==> config.mk <==
export PLATFORM = sky130hd
export DESIGN_NAME = config_assembler
export DESIGN_NICKNAME = d
export VERILOG_FILES = /design/src/common/csr_index_pkg.sv /design/src/csr_index_configure/config_assembler.sv
export VERILOG_INCLUDE_DIRS = /design/src /design/src/common
export SDC_FILE = /design/constraint.sdc
export NUM_CORES = 1
export LEC_CHECK = 0
export BUFFER_PORTS_ARGS = -buffer_cell sky130_fd_sc_hd__buf_2
export CAP_MARGIN = 10
export CORE_AREA = 2 2 250 252
export CTS_CLUSTER_DIAMETER = 30
export DETAILED_ROUTE_END_ITERATION = 10
export DIE_AREA = 0 0 252 254
export PLACE_DENSITY_LB_ADDON = 0.2
export SLEW_MARGIN = 20
export SYNTH_ARGS = -nofsm -noshare
export SYNTH_HDL_FRONTEND = slang
export SYNTH_SLANG_ARGS = --single-unit
==> constraint.sdc <==
create_clock -name ap_clk -period 14.25 [get_ports ap_clk]
set_input_delay 0.7125 -clock ap_clk [delete_from_list [all_inputs] [get_ports ap_clk]]
set_output_delay 0.7125 -clock ap_clk [all_outputs]
set_load 0.005 [all_outputs]
==> src/common/csr_index_cfg.svh <==
// Compile-time sizes; CFG_RECORD_W must be kept in step with the field order of record_t
`ifndef CSR_INDEX_CFG_SVH
`define CSR_INDEX_CFG_SVH

// --------------------
// Word and field widths
// --------------------
`define CFG_DATA_W      32
`define CFG_ADDR_W      64
`define CFG_OFFSET_W    16
`define CFG_SHIFT_W     5

// Sequence words per engine configuration
`define CFG_SEQ_WORDS   9

// --------------------
// FIFO sizing
// --------------------
`define CFG_FIFO_DEPTH  16

// Leaves headroom for words still in flight when prog_full rises
`define CFG_FIFO_PROG   8

// Flags, three words, granularity with direction, command, buffer kind,
// pointer and size
`define CFG_RECORD_W    (4 + 3 * `CFG_DATA_W + `CFG_DATA_W + 2 + 3 + `CFG_ADDR_W + `CFG_DATA_W)

`endif

==> src/common/csr_index_pkg.sv <==
// Enum encodings have to match the values the host writes into the setup words
`default_nettype none
`include "csr_index_cfg.svh"

package csr_index_pkg;

    // --------------------
    // Vector types
    // --------------------
    typedef logic [`CFG_DATA_W-1:0]   word_t;
    typedef logic [`CFG_OFFSET_W-1:0] offset_t;
    typedef logic [`CFG_SHIFT_W-1:0]  shift_t;
    typedef logic [`CFG_ADDR_W-1:0]   addr_t;

    // Position relative to the start of this engine's window
    typedef logic [$clog2(`CFG_SEQ_WORDS)-1:0] seq_index_t;
    typedef logic [`CFG_SEQ_WORDS-1:0]         seq_mask_t;

    // Top bit of the granularity word carries the shift direction
    typedef logic [`CFG_DATA_W-2:0] granularity_t;

    // --------------------
    // Encodings
    // --------------------
    typedef enum logic [2:0] {
        BUF_INVALID      = 3'd0,
        BUF_CU_SETUP     = 3'd1,
        BUF_ENGINE_SETUP = 3'd2,
        BUF_VERTEX_DATA  = 3'd3
    } buffer_kind_e;

    typedef enum logic [1:0] {
        CMD_INVALID = 2'd0,
        CMD_READ    = 2'd1,
        CMD_WRITE   = 2'd2
    } mem_cmd_e;

    // Field order from the MSB down is increment, decrement, mode_sequence,
    // mode_buffer, index_start, index_end, stride, granularity, shift_direction,
    // cmd, buffer, array_pointer, array_size
    typedef logic [`CFG_RECORD_W-1:0] record_t;

endpackage

`default_nettype wire

==> src/csr_index_configure/config_assembler.sv <==
// Repeated positions overwrite their field; fields persist across records and only the mask clears
`default_nettype none
`timescale 1ns/1ps

module config_assembler (
    input  logic                      ap_clk,
    input  logic                      areset_csr_index_generator,
    input  logic                      word_empty,
    input  logic                      word_valid,
    input  csr_index_pkg::seq_index_t word_index,
    input  csr_index_pkg::word_t      word_data,
    input  logic                      record_full,
    output logic                      word_rd_en,
    output logic                      record_push,
    output csr_index_pkg::record_t    record
);

    import csr_index_pkg::*;

    logic         increment_q;
    logic         decrement_q;
    logic         mode_sequence_q;
    logic         mode_buffer_q;
    word_t        index_start_q;
    word_t        index_end_q;
    word_t        stride_q;
    granularity_t granularity_q;
    logic         shift_direction_q;
    mem_cmd_e     cmd_q;
    buffer_kind_e buffer_q;
    addr_t        array_pointer_q;
    word_t        array_size_q;
    seq_mask_t    seen_q;
    logic         set_done;

    assign set_done = &seen_q;

    // Hold off while a record is pending or the output side is backing up
    assign word_rd_en = ~word_empty & ~set_done & ~record_full;

    // --------------------
    // Field decode
    // --------------------
    always_ff @(posedge ap_clk) begin
        if (areset_csr_index_generator) begin
            increment_q       <= 1'b0;
            decrement_q       <= 1'b0;
            mode_sequence_q   <= 1'b0;
            mode_buffer_q     <= 1'b0;
            index_start_q     <= '0;
            index_end_q       <= '0;
            stride_q          <= '0;
            granularity_q     <= '0;
            shift_direction_q <= 1'b0;
            cmd_q             <= CMD_INVALID;
            buffer_q          <= BUF_INVALID;
            array_pointer_q   <= '0;
            array_size_q      <= '0;
        end else if (word_valid) begin
            case (word_index)
                seq_index_t'(0): begin
                    increment_q     <= word_data[0];
                    decrement_q     <= word_data[1];
                    mode_sequence_q <= word_data[2];
                    mode_buffer_q   <= word_data[3];
                end
                seq_index_t'(1): index_start_q <= word_data;
                seq_index_t'(2): index_end_q <= word_data;
                seq_index_t'(3): stride_q <= word_data;
                seq_index_t'(4): begin
                    granularity_q     <= word_data[$bits(granularity_t)-1:0];
                    shift_direction_q <= word_data[$bits(word_t)-1];
                end
                seq_index_t'(5): begin
                    cmd_q    <= mem_cmd_e'(word_data[1:0]);
                    buffer_q <= buffer_kind_e'(word_data[4:2]);
                end
                // Pointer arrives low half first
                seq_index_t'(6): array_pointer_q[$bits(word_t)-1:0] <= word_data;
                seq_index_t'(7): array_pointer_q[$bits(addr_t)-1:$bits(word_t)] <= word_data;
                seq_index_t'(8): array_size_q <= word_data;
                default: ;
            endcase
        end
    end

    // --------------------
    // Seen mask and record
    // --------------------
    // A word landing while the set is done already belongs to the next set
    always_ff @(posedge ap_clk) begin
        if (areset_csr_index_generator) begin
            seen_q      <= '0;
            record_push <= 1'b0;
        end else begin
            seen_q      <= (set_done ? '0 : seen_q) |
                           (word_valid ? seq_mask_t'(1) << word_index : '0);
            record_push <= set_done;
        end
    end

    always_ff @(posedge ap_clk) begin
        if (set_done) begin
            record <= {increment_q, decrement_q, mode_sequence_q, mode_buffer_q,
                       index_start_q, index_end_q, stride_q, granularity_q,
                       shift_direction_q, cmd_q, buffer_q, array_pointer_q,
                       array_size_q};
        end
    end

    // Response FIFO answers only the pops issued here
    assert property (@(posedge ap_clk) disable iff (areset_csr_index_generator)
        word_valid |-> $past(word_rd_en));

endmodule

`default_nettype wire

== After elaboration in Yosys (flattened, before gate mapping) ==
Index checks and enable logic that the tools add are counted.
Widths: inputs -> output; s select.

* Word-level logic and storage cells: 45
* Bits in registers: 476

* Eq/ne operators: 8
* Reductions and logical operators: 11
* Bitwise gates (word level): 6
* Shift-type cells: 1
* Muxes and demuxes: 2

{| class="wikitable"
|+ Operators with widths
! operator !! number
|-
| $mux 9 || 2
|-
| $reduce_and 2->1 || 9
|-
| $eq 4x3->1 const B || 4
|-
| $or 9x9->9 || 1
|-
| $reduce_and 9->1 || 1
|-
| $shl 1x4->9 const A || 1
|-
| $eq 4x2->1 const B || 2
|-
| $eq 4x1->1 const B || 1
|-
| $eq 4x4->1 const B || 1
|-
| $logic_not 4->1 || 1
|-
| $not 1->1 || 3
|-
| $and 1x1->1 || 2
|}

== Depth between registers and ports, before layout ==
Gate-level depths: netlist of run 1.

* Depth in word-level cells: 4
* Mapped depth: 6
* Mapped depth without buffers: 3

== Worst setup path before layout of run 1 ==
Ideal clock, no wire load.

* Kind: register to register
* Start point: register seen_q[5]
* End point: register seen_q[0]
* Setup slack: 3.510 ns
* Data arrival time: 10.222 ns
* Path buffers: 0
* Clock period less this slack: 10.740 ns
* Stages on the path, launching flop included: 4
* Cells stage by stage: dfxtp_1 > nand4_1 > nor3_2 > o21ai_0

* Longest elaborated chain between the ends: 3

{| class="wikitable"
|+ Ends and longest elaborated chain
! item !! RTL line !! text
|-
| from (decl) || config_assembler.sv:33 || <nowiki>seq_mask_t seen_q;</nowiki>
|-
| from (signal assigned) || config_assembler.sv:96 || <nowiki>seen_q <= (set_done ? '0 : seen_q) |</nowiki>
|-
| $reduce_and 9->1 || config_assembler.sv:36 || <nowiki>assign set_done = &seen_q;</nowiki>
|-
| net set_done || config_assembler.sv:34 || <nowiki>logic set_done;</nowiki>
|-
| $mux 9 || config_assembler.sv:96 ||
|-
| $or 9x9->9 || config_assembler.sv:96 ||
|}

The timed path passes the listed nets, and every way through them passes these cells.
A chain may end at the register's enable or synchronous reset.

== Worst setup path in the final report of run 1 ==
* Start point: register seen_q[3]
* End point: output word_rd_en

* Longest elaborated chain between the ends: 4

{| class="wikitable"
|+ Ends and longest elaborated chain
! item !! RTL line !! text
|-
| $reduce_and 9->1 || config_assembler.sv:36 ||
|-
| net set_done || config_assembler.sv:34 ||
|-
| $not 1->1 || config_assembler.sv:39 || <nowiki>assign word_rd_en = ~word_empty & ~set_done & ~record_full;</nowiki>
|-
| $and 1x1->1 (2 in series) || config_assembler.sv:39 ||
|-
| to (decl) || config_assembler.sv:13 || <nowiki>output logic word_rd_en,</nowiki>
|}

The timed path passes the listed nets, and every way through them passes these cells.

==> run_results.csv, run 1 <==
group,metric,value,unit
outcome,status,"completed",
cts,clockBufferDepth,3,
floorplanning,die_x,252,um
cts,clock-root-buffer,"clkbuf_16",
logic_synthesis,synthCells,1086,
routing,via_per_inst,4.17,
setup_path,path_class,"reg2out",
global_routing,grt_pass1_vias,9928,
logic_synthesis,yosys.area.top_type_share,0.425,
floorplanning,core-area,0.0613,sq mm
setup_path,crit_path_max_fanout,106,
setup_path,crit_slowest_cell,"buf_12",
timing,fin_setup_tns,0,ns
timing,min_period,2.95,ns
logic_synthesis,yosysWarningCount,0,
cells_and_area,final_layout_size_suffix_gt1_frac,0.311,
min_path,hold_class,"reg2reg",
logic_synthesis,synth_edf_count,233,
logic_synthesis,ys_ff_latch,476,
routing,num_vias,9560,
global_routing,grt-ovfl-total,0,
cts,ctsHtreeMaxLevel,3,
power,ir_drop,95.3,uV
placed_design,numPortBuffers,275,
timing,timing.hold.ws,0.409,ns
floorplanning,dieArea,0.0640,sq mm
routing,finalWirelength,41.7,mm
cts,clk_latency,0.63,ns
cells_and_area,nFillCells,5879,
timing,slew_headroom,0.399,
timing,hold_viol_final,0,
logic_synthesis,yosysUniqueCellTypes,29,
setup_path,start_kind,"register",
floorplanning,die_h,254,um
cells_and_area,ff_latch_area,0.0119,sq mm
routing,drt-pass1-iter-count,4,
logic_synthesis,synth_most_common_cell,"nand2b_1",
global_routing,grt_usage,0.129,
cts,cts_inserted_buffers,104,
setup_path,endpoint_kind,"output port",
routing,drtAntennaViolNets,0,
cts,postCtsSetupRepairBufs,0,
logic_synthesis,syn_area,0.0165,sq mm
timing,rsz0062_at_grt,"false",
cts,clock-sinks,476,
logic_synthesis,ys_seq_area_frac,0.721,
power,power_leakage,10.3,nW
cts,post_cts_resized,0,
logic_synthesis,ys.flop_type,"dfxtp_1",
global_routing,grt_max_degree,107,
setup_path,critPathArrivalTime,2.24,ns
floorplanning,start_util,0.269,
logic_synthesis,synth_top_area_cell,"edfxtp_1",
routing,drcViolationCount,0,
routing,routedWlPerCell,18.2,um
timing,clock_skew,0.0262,ns
routing,drt-initial-drc-count,410,
logic_synthesis,synthTopCellsByArea,"edfxtp_1 (43%), dfxtp_1 (30%), mux2i_1 (14%)",
placed_design,hpwl,24.5,mm
logic_synthesis,synthArstFlopShare,0,
job,maxCapViolations,0,
floorplanning,ios,276,
timing,period_share,0.207,
global_routing,grt_pass1_wl,61.9,mm
cts,cts_hold_buf,0,
cells_and_area,multi_input_area,0.00431,sq mm
setup_path,worstPathRequired,13.54,ns
cells_and_area,area_delta_synth_final,35.1,%
cells_and_area,final_util,0.363,
cts,cts_tree,"done",
cells_and_area,finalNetCount,1456,
setup_path,slowest_delay,0.43,ns
setup_path,crit_path_cell_trace,"nand4_1 > nor3_4 > buf_12 > nor3_1 > buf_2",
timing,drv_slew,0,
logic_synthesis,synthTopCellsByCount,"nand2b_1 (273), dfxtp_1 (243), edfxtp_1 (233), mux2i_1 (233), clkbuf_1 (34)",
timing,max_clock_freq,338,MHz
power,power-per-cell-area,176,mW/mm^2
timing,tightest_slew,0.901,ns
cts,clk_pin_slew_worst_paths,0.05,ns
placed_design,gp_congestion,0.741,
floorplanning,row_count,91,
timing,setup_violations,0,
logic_synthesis,syn-num-nets,1127,
global_routing,grt_antenna_before_repair,3,
logic_synthesis,avgSynthCellArea,15.2,sq um
[cell families (layout without fill, tap and decap cells)]
| group | Yosys count | in the layout | share of synthesized area |
|---|---|---|---|
| compound gates | 10 | 10 | 0.00304 |
| buf+inv | 63 | 481 | 0.0192 |
| simple gates | 304 | 304 | 0.115 |
| mux | 233 | 233 | 0.142 |
| flops | 476 | 476 | 0.721 |
| other cells | 0 | 1 | 0 |
[path summary, 6_finish.rpt]
path | slack, ns | startpoint | to | cells past startpoint
worst max-delay path | 11.30 | seen_q[3]$_SDFF_PP0_ | word_rd_en | 5
worst min-delay path | 0.41 | stride_q[14]$_SDFFE_PP0P_ | record[147]$_DFFE_PP_ | 0
worst max register to register | 11.50 | seen_q[3]$_SDFF_PP0_ | record[213]$_DFFE_PP_ | 4
worst min register to register | 0.41 | stride_q[14]$_SDFFE_PP0P_ | record[147]$_DFFE_PP_ | 0
[final cells by class]
class	instances	area share
Tap cell	790	0.0445
Clock inverter	62	0.0329
Inverter	1	0.000169
Multi-Input combinational cell	547	0.194
Antenna cell	1	0.000113
Sequential cell	476	0.534
Clock buffer	133	0.129
Timing Repair Buffer	285	0.0663
[sequential cells by signal (all words and copies together) (netlist names), 3 cells and up]
register	count
seen_q	9
index_start_q	32
array_pointer_q	64
index_end_q	32
array_size_q	32
stride_q	32
granularity_q	31
buffer_q	3
record	233
[metal layers]
metal | share of wire | GRT usage
met1 | 0.45 | 0.166
met2 | 0.47 | 0.203
met3 | 0.061 | 0.0387
met4 | 0.023 | 0.0536
met5 | 0.00082 | 0
[per-stage QoR]
stage	instances	total power (W)	cell area (sq um)	setup WS, ns
after floorplan	1086	0.00151	16500	3.51
after global placement	2099	0.00153	18600	11.30
after detailed placement	2099	0.00154	18600	11.28
after CTS	2294	0.00396	22200	11.23
after global routing	2294	0.00404	22200	11.13
final	2295	0.00391	22200	11.30
[where the power goes]
part	switching [W]	internal [W]	total [W]	leakage, nW
Sequential	0.00000467	0.00144	0.00144	4.57
Clock	0.000763	0.00164	0.00240	1.76
Combinational	0.0000386	0.0000274	0.0000661	3.95
[worst max-delay path, delay by kind of cell, from the launching register on]
kind          cells  cell delay [ns]
simple gates      3             0.56
flops             1             0.33
buf+inv           2             0.58
[cell usage in the layout, fill, tap and decap left out, types with 3 or more instances in the layout]
master and count:
nand2_2 3, nand2_1 8, edfxtp_1 233, nand2b_1 273, inv_6 9, o21ai_0 8, clkinv_1 7, buf_2 274
nand3_1 3, clkinv_4 6, bufinv_16 12, clkinv_2 18, buf_4 8, mux2i_1 233, clkbuf_8 11, dfxtp_1 243
clkbuf_16 106, clkinvlp_4 5, clkbuf_1 16
(Power assumes the default switching activity.)
==> inputs of run 2 (changes only) <==
==> constraint.sdc (replaced) <==
create_clock -name ap_clk -period 3.1 [get_ports ap_clk]
set_input_delay 0.155 -clock ap_clk [delete_from_list [all_inputs] [get_ports ap_clk]]
set_output_delay 0.155 -clock ap_clk [all_outputs]
set_load 0.005 [all_outputs]
==> run 2 against run 1 <==
Effect of this change:
- worst setup slack worse by 11 ns
- sequential share of layout area decreased by 1.4 points
- power rose to 4.9 times the previous value
- final cell count up 1.4%
- cell area is 2.8% higher
- clock power increased to 5.1 times the previous value
- clock skew fell by 0.011 ns
- register-to-register slack got worse by 10 ns
- core utilization up 1.0 points
==> run_results.csv, run 2 (synthesis results as in run 1) <==
group,metric,value,unit
cells_and_area,nFillCells,5814,
placed_design,numPortBuffers,275,
cts,post_cts_resized,0,
routing,wl_met2,19.1,mm
setup_path,endpoint,"word_rd_en",
power,power_leakage,10.6,nW
floorplanning,die_x,252,um
routing,drt-initial-drc-count,346,
setup_path,critPathArrivalTime,2.33,ns
cells_and_area,largest_register_ffs,233,
cells_and_area,largest-register,"record",
cells_and_area,final_common_cell,"buf_2",
timing,rsz0062_at_grt,"false",
routing,dr_wl_met3,2.61,mm
cells_and_area,final_layout_size_suffix_gt1_frac,0.320,
timing,slew_headroom,0.371,
job,maxCapViolations,0,
power,p_sw,0.00393,W
setup_path,worst-path-stages,5,
power,ir_drop,469,uV
setup_path,r2r_end,"record[214]$_DFFE_PP_",
floorplanning,core-area,0.0613,sq mm
min_path,hold_class,"in2reg",
placed_design,gp_congestion,0.702,
cells_and_area,final_util,0.373,
setup_path,r2r_start,"seen_q[7]$_SDFF_PP0_",
routing,finalWirelength,41.8,mm
outcome,status,"completed",
cells_and_area,area_delta_synth_final,38.8,%
cts,postCtsSetupRepairBufs,0,
cts,clk_pin_slew_worst_paths,0.05,ns
routing,via_per_inst,4.12,
placed_design,hpwl,25.0,mm
cts,ctsHtreeMaxLevel,3,
floorplanning,start_util,0.269,
cts,clock-sinks,476,
cts,cts_inserted_buffers,110,
timing,tightest_slew,0.943,ns
floorplanning,row_count,91,
timing,max_clock_freq,402,MHz
setup_path,crit_path_cell_trace,"nand4_1 > nor3_4 > buf_12 > nor3_1 > buf_2",
timing,setup_violations,0,
power,p_int,0.0152,W
timing,hold_viol_final,0,
timing,timing.hold.ws,0.0318,ns
routing,drt-pass1-iter-count,4,
power,power-per-cell-area,839,mW/mm^2
power,pwr-share-comb,0.017,
power,clockPowerShare,0.637,
cts,cts_hold_buf,16,
setup_path,start_kind,"register",
floorplanning,ios,276,
cells_and_area,num_antenna_cells,0,
setup_path,worstPathRequired,2.94,ns
routing,drcViolationCount,0,
setup_path,critPathBufInv,2,
cts,clockBufferDepth,3,
cells_and_area,reg_top3,"record x233, array_pointer_q x64",
timing,min_period,2.49,ns
timing,period_share,0.802,
global_routing,grt_usage,0.129,
routing,drt-met1-wl,19.1,mm
global_routing,grt_antenna_before_repair,1,
setup_path,reg2reg_depth,3,
cts,clk_latency,0.64,ns
routing,drtAntennaViolNets,0,
timing,clock_skew,0.0157,ns
floorplanning,dieArea,0.0640,sq mm
setup_path,cp_top_family,"simple AND/OR/NAND/NOR gates",
setup_path,path_class,"reg2out",
global_routing,grt-ovfl-total,0,
global_routing,grt_pass1_vias,9930,
power,p_seq_frac,0.346,
setup_path,crit_slowest_cell,"buf_12",
setup_path,crit_path_max_fanout,117,
setup_path,cp-startpoint,"seen_q[7]$_SDFF_PP0_",
cts,cts_tree,"done",
cells_and_area,mostFrequentLayoutCells,"buf_2 (274), nand2b_1 (273), dfxtp_1 (241)",
floorplanning,die_h,254,um
power,power,0.0192,W
setup_path,endpoint_kind,"output port",
routing,routed.top_layer,"met4",
setup_path,slowest_delay,0.44,ns
power,switching_share,0.205,
cts,clock-root-buffer,"clkbuf_16",
routing,routedWlPerCell,18.0,um
global_routing,grt_pass1_wl,61.6,mm
routing,num_vias,9589,
timing,fin_setup_tns,0,ns
cells_and_area,finalNetCount,1480,
global_routing,grt_max_degree,126,
timing,drv_slew,0,
setup_path,rrSetupSlack,1.10,ns
## run 2: changes by cell type in the layout (fill, tap and decap cells not counted), sizes merged
| cell | previous run | this run |
|---|---|---|
| dlygate4sd3 | 0 | 16 |
| bufinv | 12 | 20 |
| clkinv | 34 | 41 |
| clkinvlp | 5 | 11 |
| clkbuf | 133 | 129 |
| inv | 12 | 9 |
| buf | 285 | 287 |
| diode | 1 | 0 |
## run 2: power by group through the flow
stage,Sequential (W),Clock [W],Combinational [W]
2_1_floorplan,0.00674,0,0.000205
3_3_place_gp,0.00674,0,0.000319
3_5_place_dp,0.00675,0,0.000323
4_1_cts,0.00663,0.0124,0.000338
5_1_grt,0.00663,0.0128,0.000356
6_report,0.00663,0.0122,0.000327
## run 2: tightest hold or removal path, delay by kind of cell
kind | cells | cell delay (ns)
AND/OR/NAND/NOR | 1 | 0.20
multiplexers | 1 | 0.18
buffers and inverters | 1 | 0.08
## run 2: metal layers
layer,up-vias,GRT usage
li1,4539,-
met1,4709,0.168
met2,273,0.198
met3,68,0.0407
met4,0,0.0539
met5,-,0
## run 2: final cells by class
type / instances / area (sq um) / share of cell area
clock buffers: 129 / 2960 / 0.129
clock inverters: 80 / 1050 / 0.0458
inverters: 1 / 3.75 / 0.000164
multi-input cells: 547 / 4310 / 0.189
flip-flops and latches: 476 / 11900 / 0.519
well taps: 790 / 988 / 0.0433
repair buffers: 303 / 1680 / 0.0736
## run 2: how the worst min path moves through the flow
stage | startpoint | to | slack [ns] | depth (start not counted)
6_report | word_data[25] | array_pointer_q[25]$_SDFFE_PP0P_ | 0.03 | 3
5_1_grt | word_data[10] | array_pointer_q[10]$_SDFFE_PP0P_ | 0.04 | 3
4_1_cts | word_data[30] | array_pointer_q[30]$_SDFFE_PP0P_ | 0.0009 | 3
3_5_place_dp | stride_q[26]$_SDFFE_PP0P_ | record[159]$_DFFE_PP_ | 0.42 | 0
3_3_place_gp | array_size_q[29]$_SDFFE_PP0P_ | record[29]$_DFFE_PP_ | 0.41 | 0
2_1_floorplan | record_full | word_rd_en | 0.34 | 1
## run 2: per-stage QoR
stage          setup WS (ns)  cell area (sq um)  instances
2_1_floorplan          -3.57              16500       1086
3_3_place_gp            1.12              18700       2101
3_5_place_dp            1.07              18700       2101
4_1_cts                0.512              22900       2326
5_1_grt                0.371              22900       2326
6_report               0.613              22900       2326
==> inputs of run 3 (changes only) <==
==> constraint.sdc (replaced) <==
create_clock -name ap_clk -period 2.1 [get_ports ap_clk]
set_input_delay 0.105 -clock ap_clk [delete_from_list [all_inputs] [get_ports ap_clk]]
set_output_delay 0.105 -clock ap_clk [all_outputs]
set_load 0.005 [all_outputs]
==> run 3 against run 2 <==
Effect of this change:
- largest power group unchanged
- core utilization grew 0.51 points
- clock power increased by 41%
- final cell count increased by 1.8%
- power grew 44%
- highest routed layer unchanged
==> run_results.csv, run 3 (synthesis results as in run 1) <==
group,metric,value,unit
timing,min_period,1.94,ns
cells_and_area,mostFrequentLayoutCells,"buf_2 (274), nand2b_1 (273), dfxtp_1 (241)",
cells_and_area,reg_top3,"record x233, array_pointer_q x64",
cells_and_area,instances_no_fill,2368,
timing,setup_violations,0,
routing,routedWlPerCell,18.2,um
setup_path,endpoint_kind,"output port",
placed_design,numPortBuffers,275,
power,ir_drop,629,uV
power,power-per-cell-area,1190,mW/mm^2
cts,clk_latency,0.64,ns
global_routing,grt-ovfl-total,0,
placed_design,hpwl,27.0,mm
setup_path,start_kind,"register",
floorplanning,ios,276,
global_routing,grt_max_degree,47,
cells_and_area,postLayoutCellArea,0.0232,sq mm
setup_path,crit_path_max_fanout,23,
routing,drcViolationCount,0,
setup_path,reg2reg_depth,6,
floorplanning,row_count,91,
timing,hold_viol_final,0,
outcome,status,"completed",
floorplanning,core-area,0.0613,sq mm
timing,rsz0062_at_grt,"false",
cells_and_area,final_util,0.378,
job,maxCapViolations,0,
timing,clock_skew,0.0220,ns
cells_and_area,largest-register,"record",
cts,clk_pin_slew_worst_paths,0.04,ns
cts,clock-root-buffer,"clkbuf_16",
timing,timing.hold.ws,0.0188,ns
min_path,hold_class,"in2reg",
routing,drtAntennaViolNets,0,
floorplanning,dieArea,0.0640,sq mm
timing,fin_setup_tns,0,ns
cts,clockBufferDepth,3,
cells_and_area,area_delta_synth_final,40.7,%
global_routing,grt_pass1_wl,63.9,mm
setup_path,r2r_start,"seen_q[6]$_SDFF_PP0_",
placed_design,dpl.cell_count,2130,
routing,drt-pass1-iter-count,5,
routing,num_vias,9711,
global_routing,grt_pass1_vias,10200,
setup_path,worstPathRequired,2.00,ns
setup_path,endpoint,"word_rd_en",
floorplanning,start_util,0.269,
cells_and_area,finalNetCount,1523,
cells_and_area,largest_register_ffs,233,
cts,cts_inserted_buffers,109,
floorplanning,die_x,252,um
setup_path,r2r_end,"record[209]$_DFFE_PP_",
timing,period_share,0.925,
cts,cts_tree,"done",
timing,drv_slew,0,
setup_path,path_class,"reg2out",
routing,drt-initial-drc-count,337,
routing,finalWirelength,43.1,mm
setup_path,cp-startpoint,"seen_q[6]$_SDFF_PP0_",
placed_design,gp_congestion,0.717,
global_routing,grt_usage,0.134,
cts,ctsHtreeMaxLevel,3,
placed_design,placed_area,0.0190,sq mm
timing,max_clock_freq,515,MHz
global_routing,grt_antenna_before_repair,0,
cts,clock-sinks,476,
cells_and_area,num_antenna_cells,0,
setup_path,rrSetupSlack,0.18,ns
setup_path,critPathArrivalTime,1.84,ns
timing,slew_headroom,0.611,
cells_and_area,final_common_cell,"buf_2",
timing,tightest_slew,0.581,ns
cells_and_area,final_layout_size_suffix_gt1_frac,0.333,
floorplanning,die_h,254,um
power,power_leakage,10.7,nW
routing,via_per_inst,4.10,
-- run 3: changes by cell type in the layout (fill, tap and decap cells not counted), moves of 2 or more --
| cell | before | now |
|---|---|---|
| buf_12 | 4 | 11 |
| buf_4 | 8 | 33 |
| bufinv_16 | 20 | 15 |
| clkbuf_1 | 8 | 6 |
| clkbuf_16 | 112 | 109 |
| clkinv_4 | 11 | 14 |
| clkinv_8 | 1 | 3 |
| clkinvlp_4 | 11 | 13 |
| dlygate4sd3_1 | 16 | 27 |
| inv_6 | 5 | 8 |
-- run 3: cell type report --
cell class	count	area, sq um
Clock inverter	83	971
Fill cell	5812	38100
Inverter	1	3.75
Clock buffer	124	2870
Tap cell	790	988
Sequential cell	476	11900
Timing Repair Buffer	347	2150
Multi-Input combinational cell	547	4310
-- run 3: critical path, cell delays in order (launching register included) --
cell	delay, ns
dfxtp_2	0.32
nand4_1	0.18
nor3_4	0.29
buf_12	0.20
nor3_1	0.06
buf_2	0.12
-- run 3: stage by stage --
step / power, W / setup slack [ns]
6_report: 0.0275 / 0.157
5_1_grt: 0.0284 / 0.0436
3_3_place_gp: 0.0105 / 0.365
2_1_floorplan: 0.0103 / -4.57
4_1_cts: 0.0279 / 0.0260
3_5_place_dp: 0.0105 / 0.344
-- run 3: worst min path at each step --
stage / from / cells after the start / end / slack, ns
after floorplan: record_full / 1 / word_rd_en / 0.24
after global placement: stride_q[1]$_SDFFE_PP0P_ / 0 / record[134]$_DFFE_PP_ / 0.41
after detailed placement: stride_q[2]$_SDFFE_PP0P_ / 0 / record[135]$_DFFE_PP_ / 0.42
after CTS: word_data[27] / 3 / array_size_q[27]$_SDFFE_PP0P_ / 0.001
after global routing: word_data[27] / 3 / array_pointer_q[59]$_SDFFE_PP0P_ / 0.02
final: word_data[17] / 3 / stride_q[17]$_SDFFE_PP0P_ / 0.02
-- run 3: routing by layer --
metal / vias to the layer above / track usage / part of all wire
met1: 4736 / 0.170 / 0.45
met5: - / 0 / 0
met2: 258 / 0.212 / 0.47
met4: 0 / 0.0541 / 0.022
met3: 77 / 0.0408 / 0.060
li1: 4640 / - / -
-- run 3: power breakdown --
group	total (W)	leakage [nW]	internal (W)	switching (W)
clock network	0.0172	1.86	0.0117	0.00551
logic	0.000527	4.28	0.000240	0.000287
registers	0.00979	4.57	0.00976	0.0000305
total	0.0275	10.7	0.0217	0.00582
-- run 3: repair_timing --
item	4_1_cts	5_1_grt
hold buffers	27	0
gates cloned	1	0
hold endpoints to repair	135	0
pin swaps	2	1
setup buffers	3	1
endpoints found under the setup margin	1	1
resized for setup	0	0
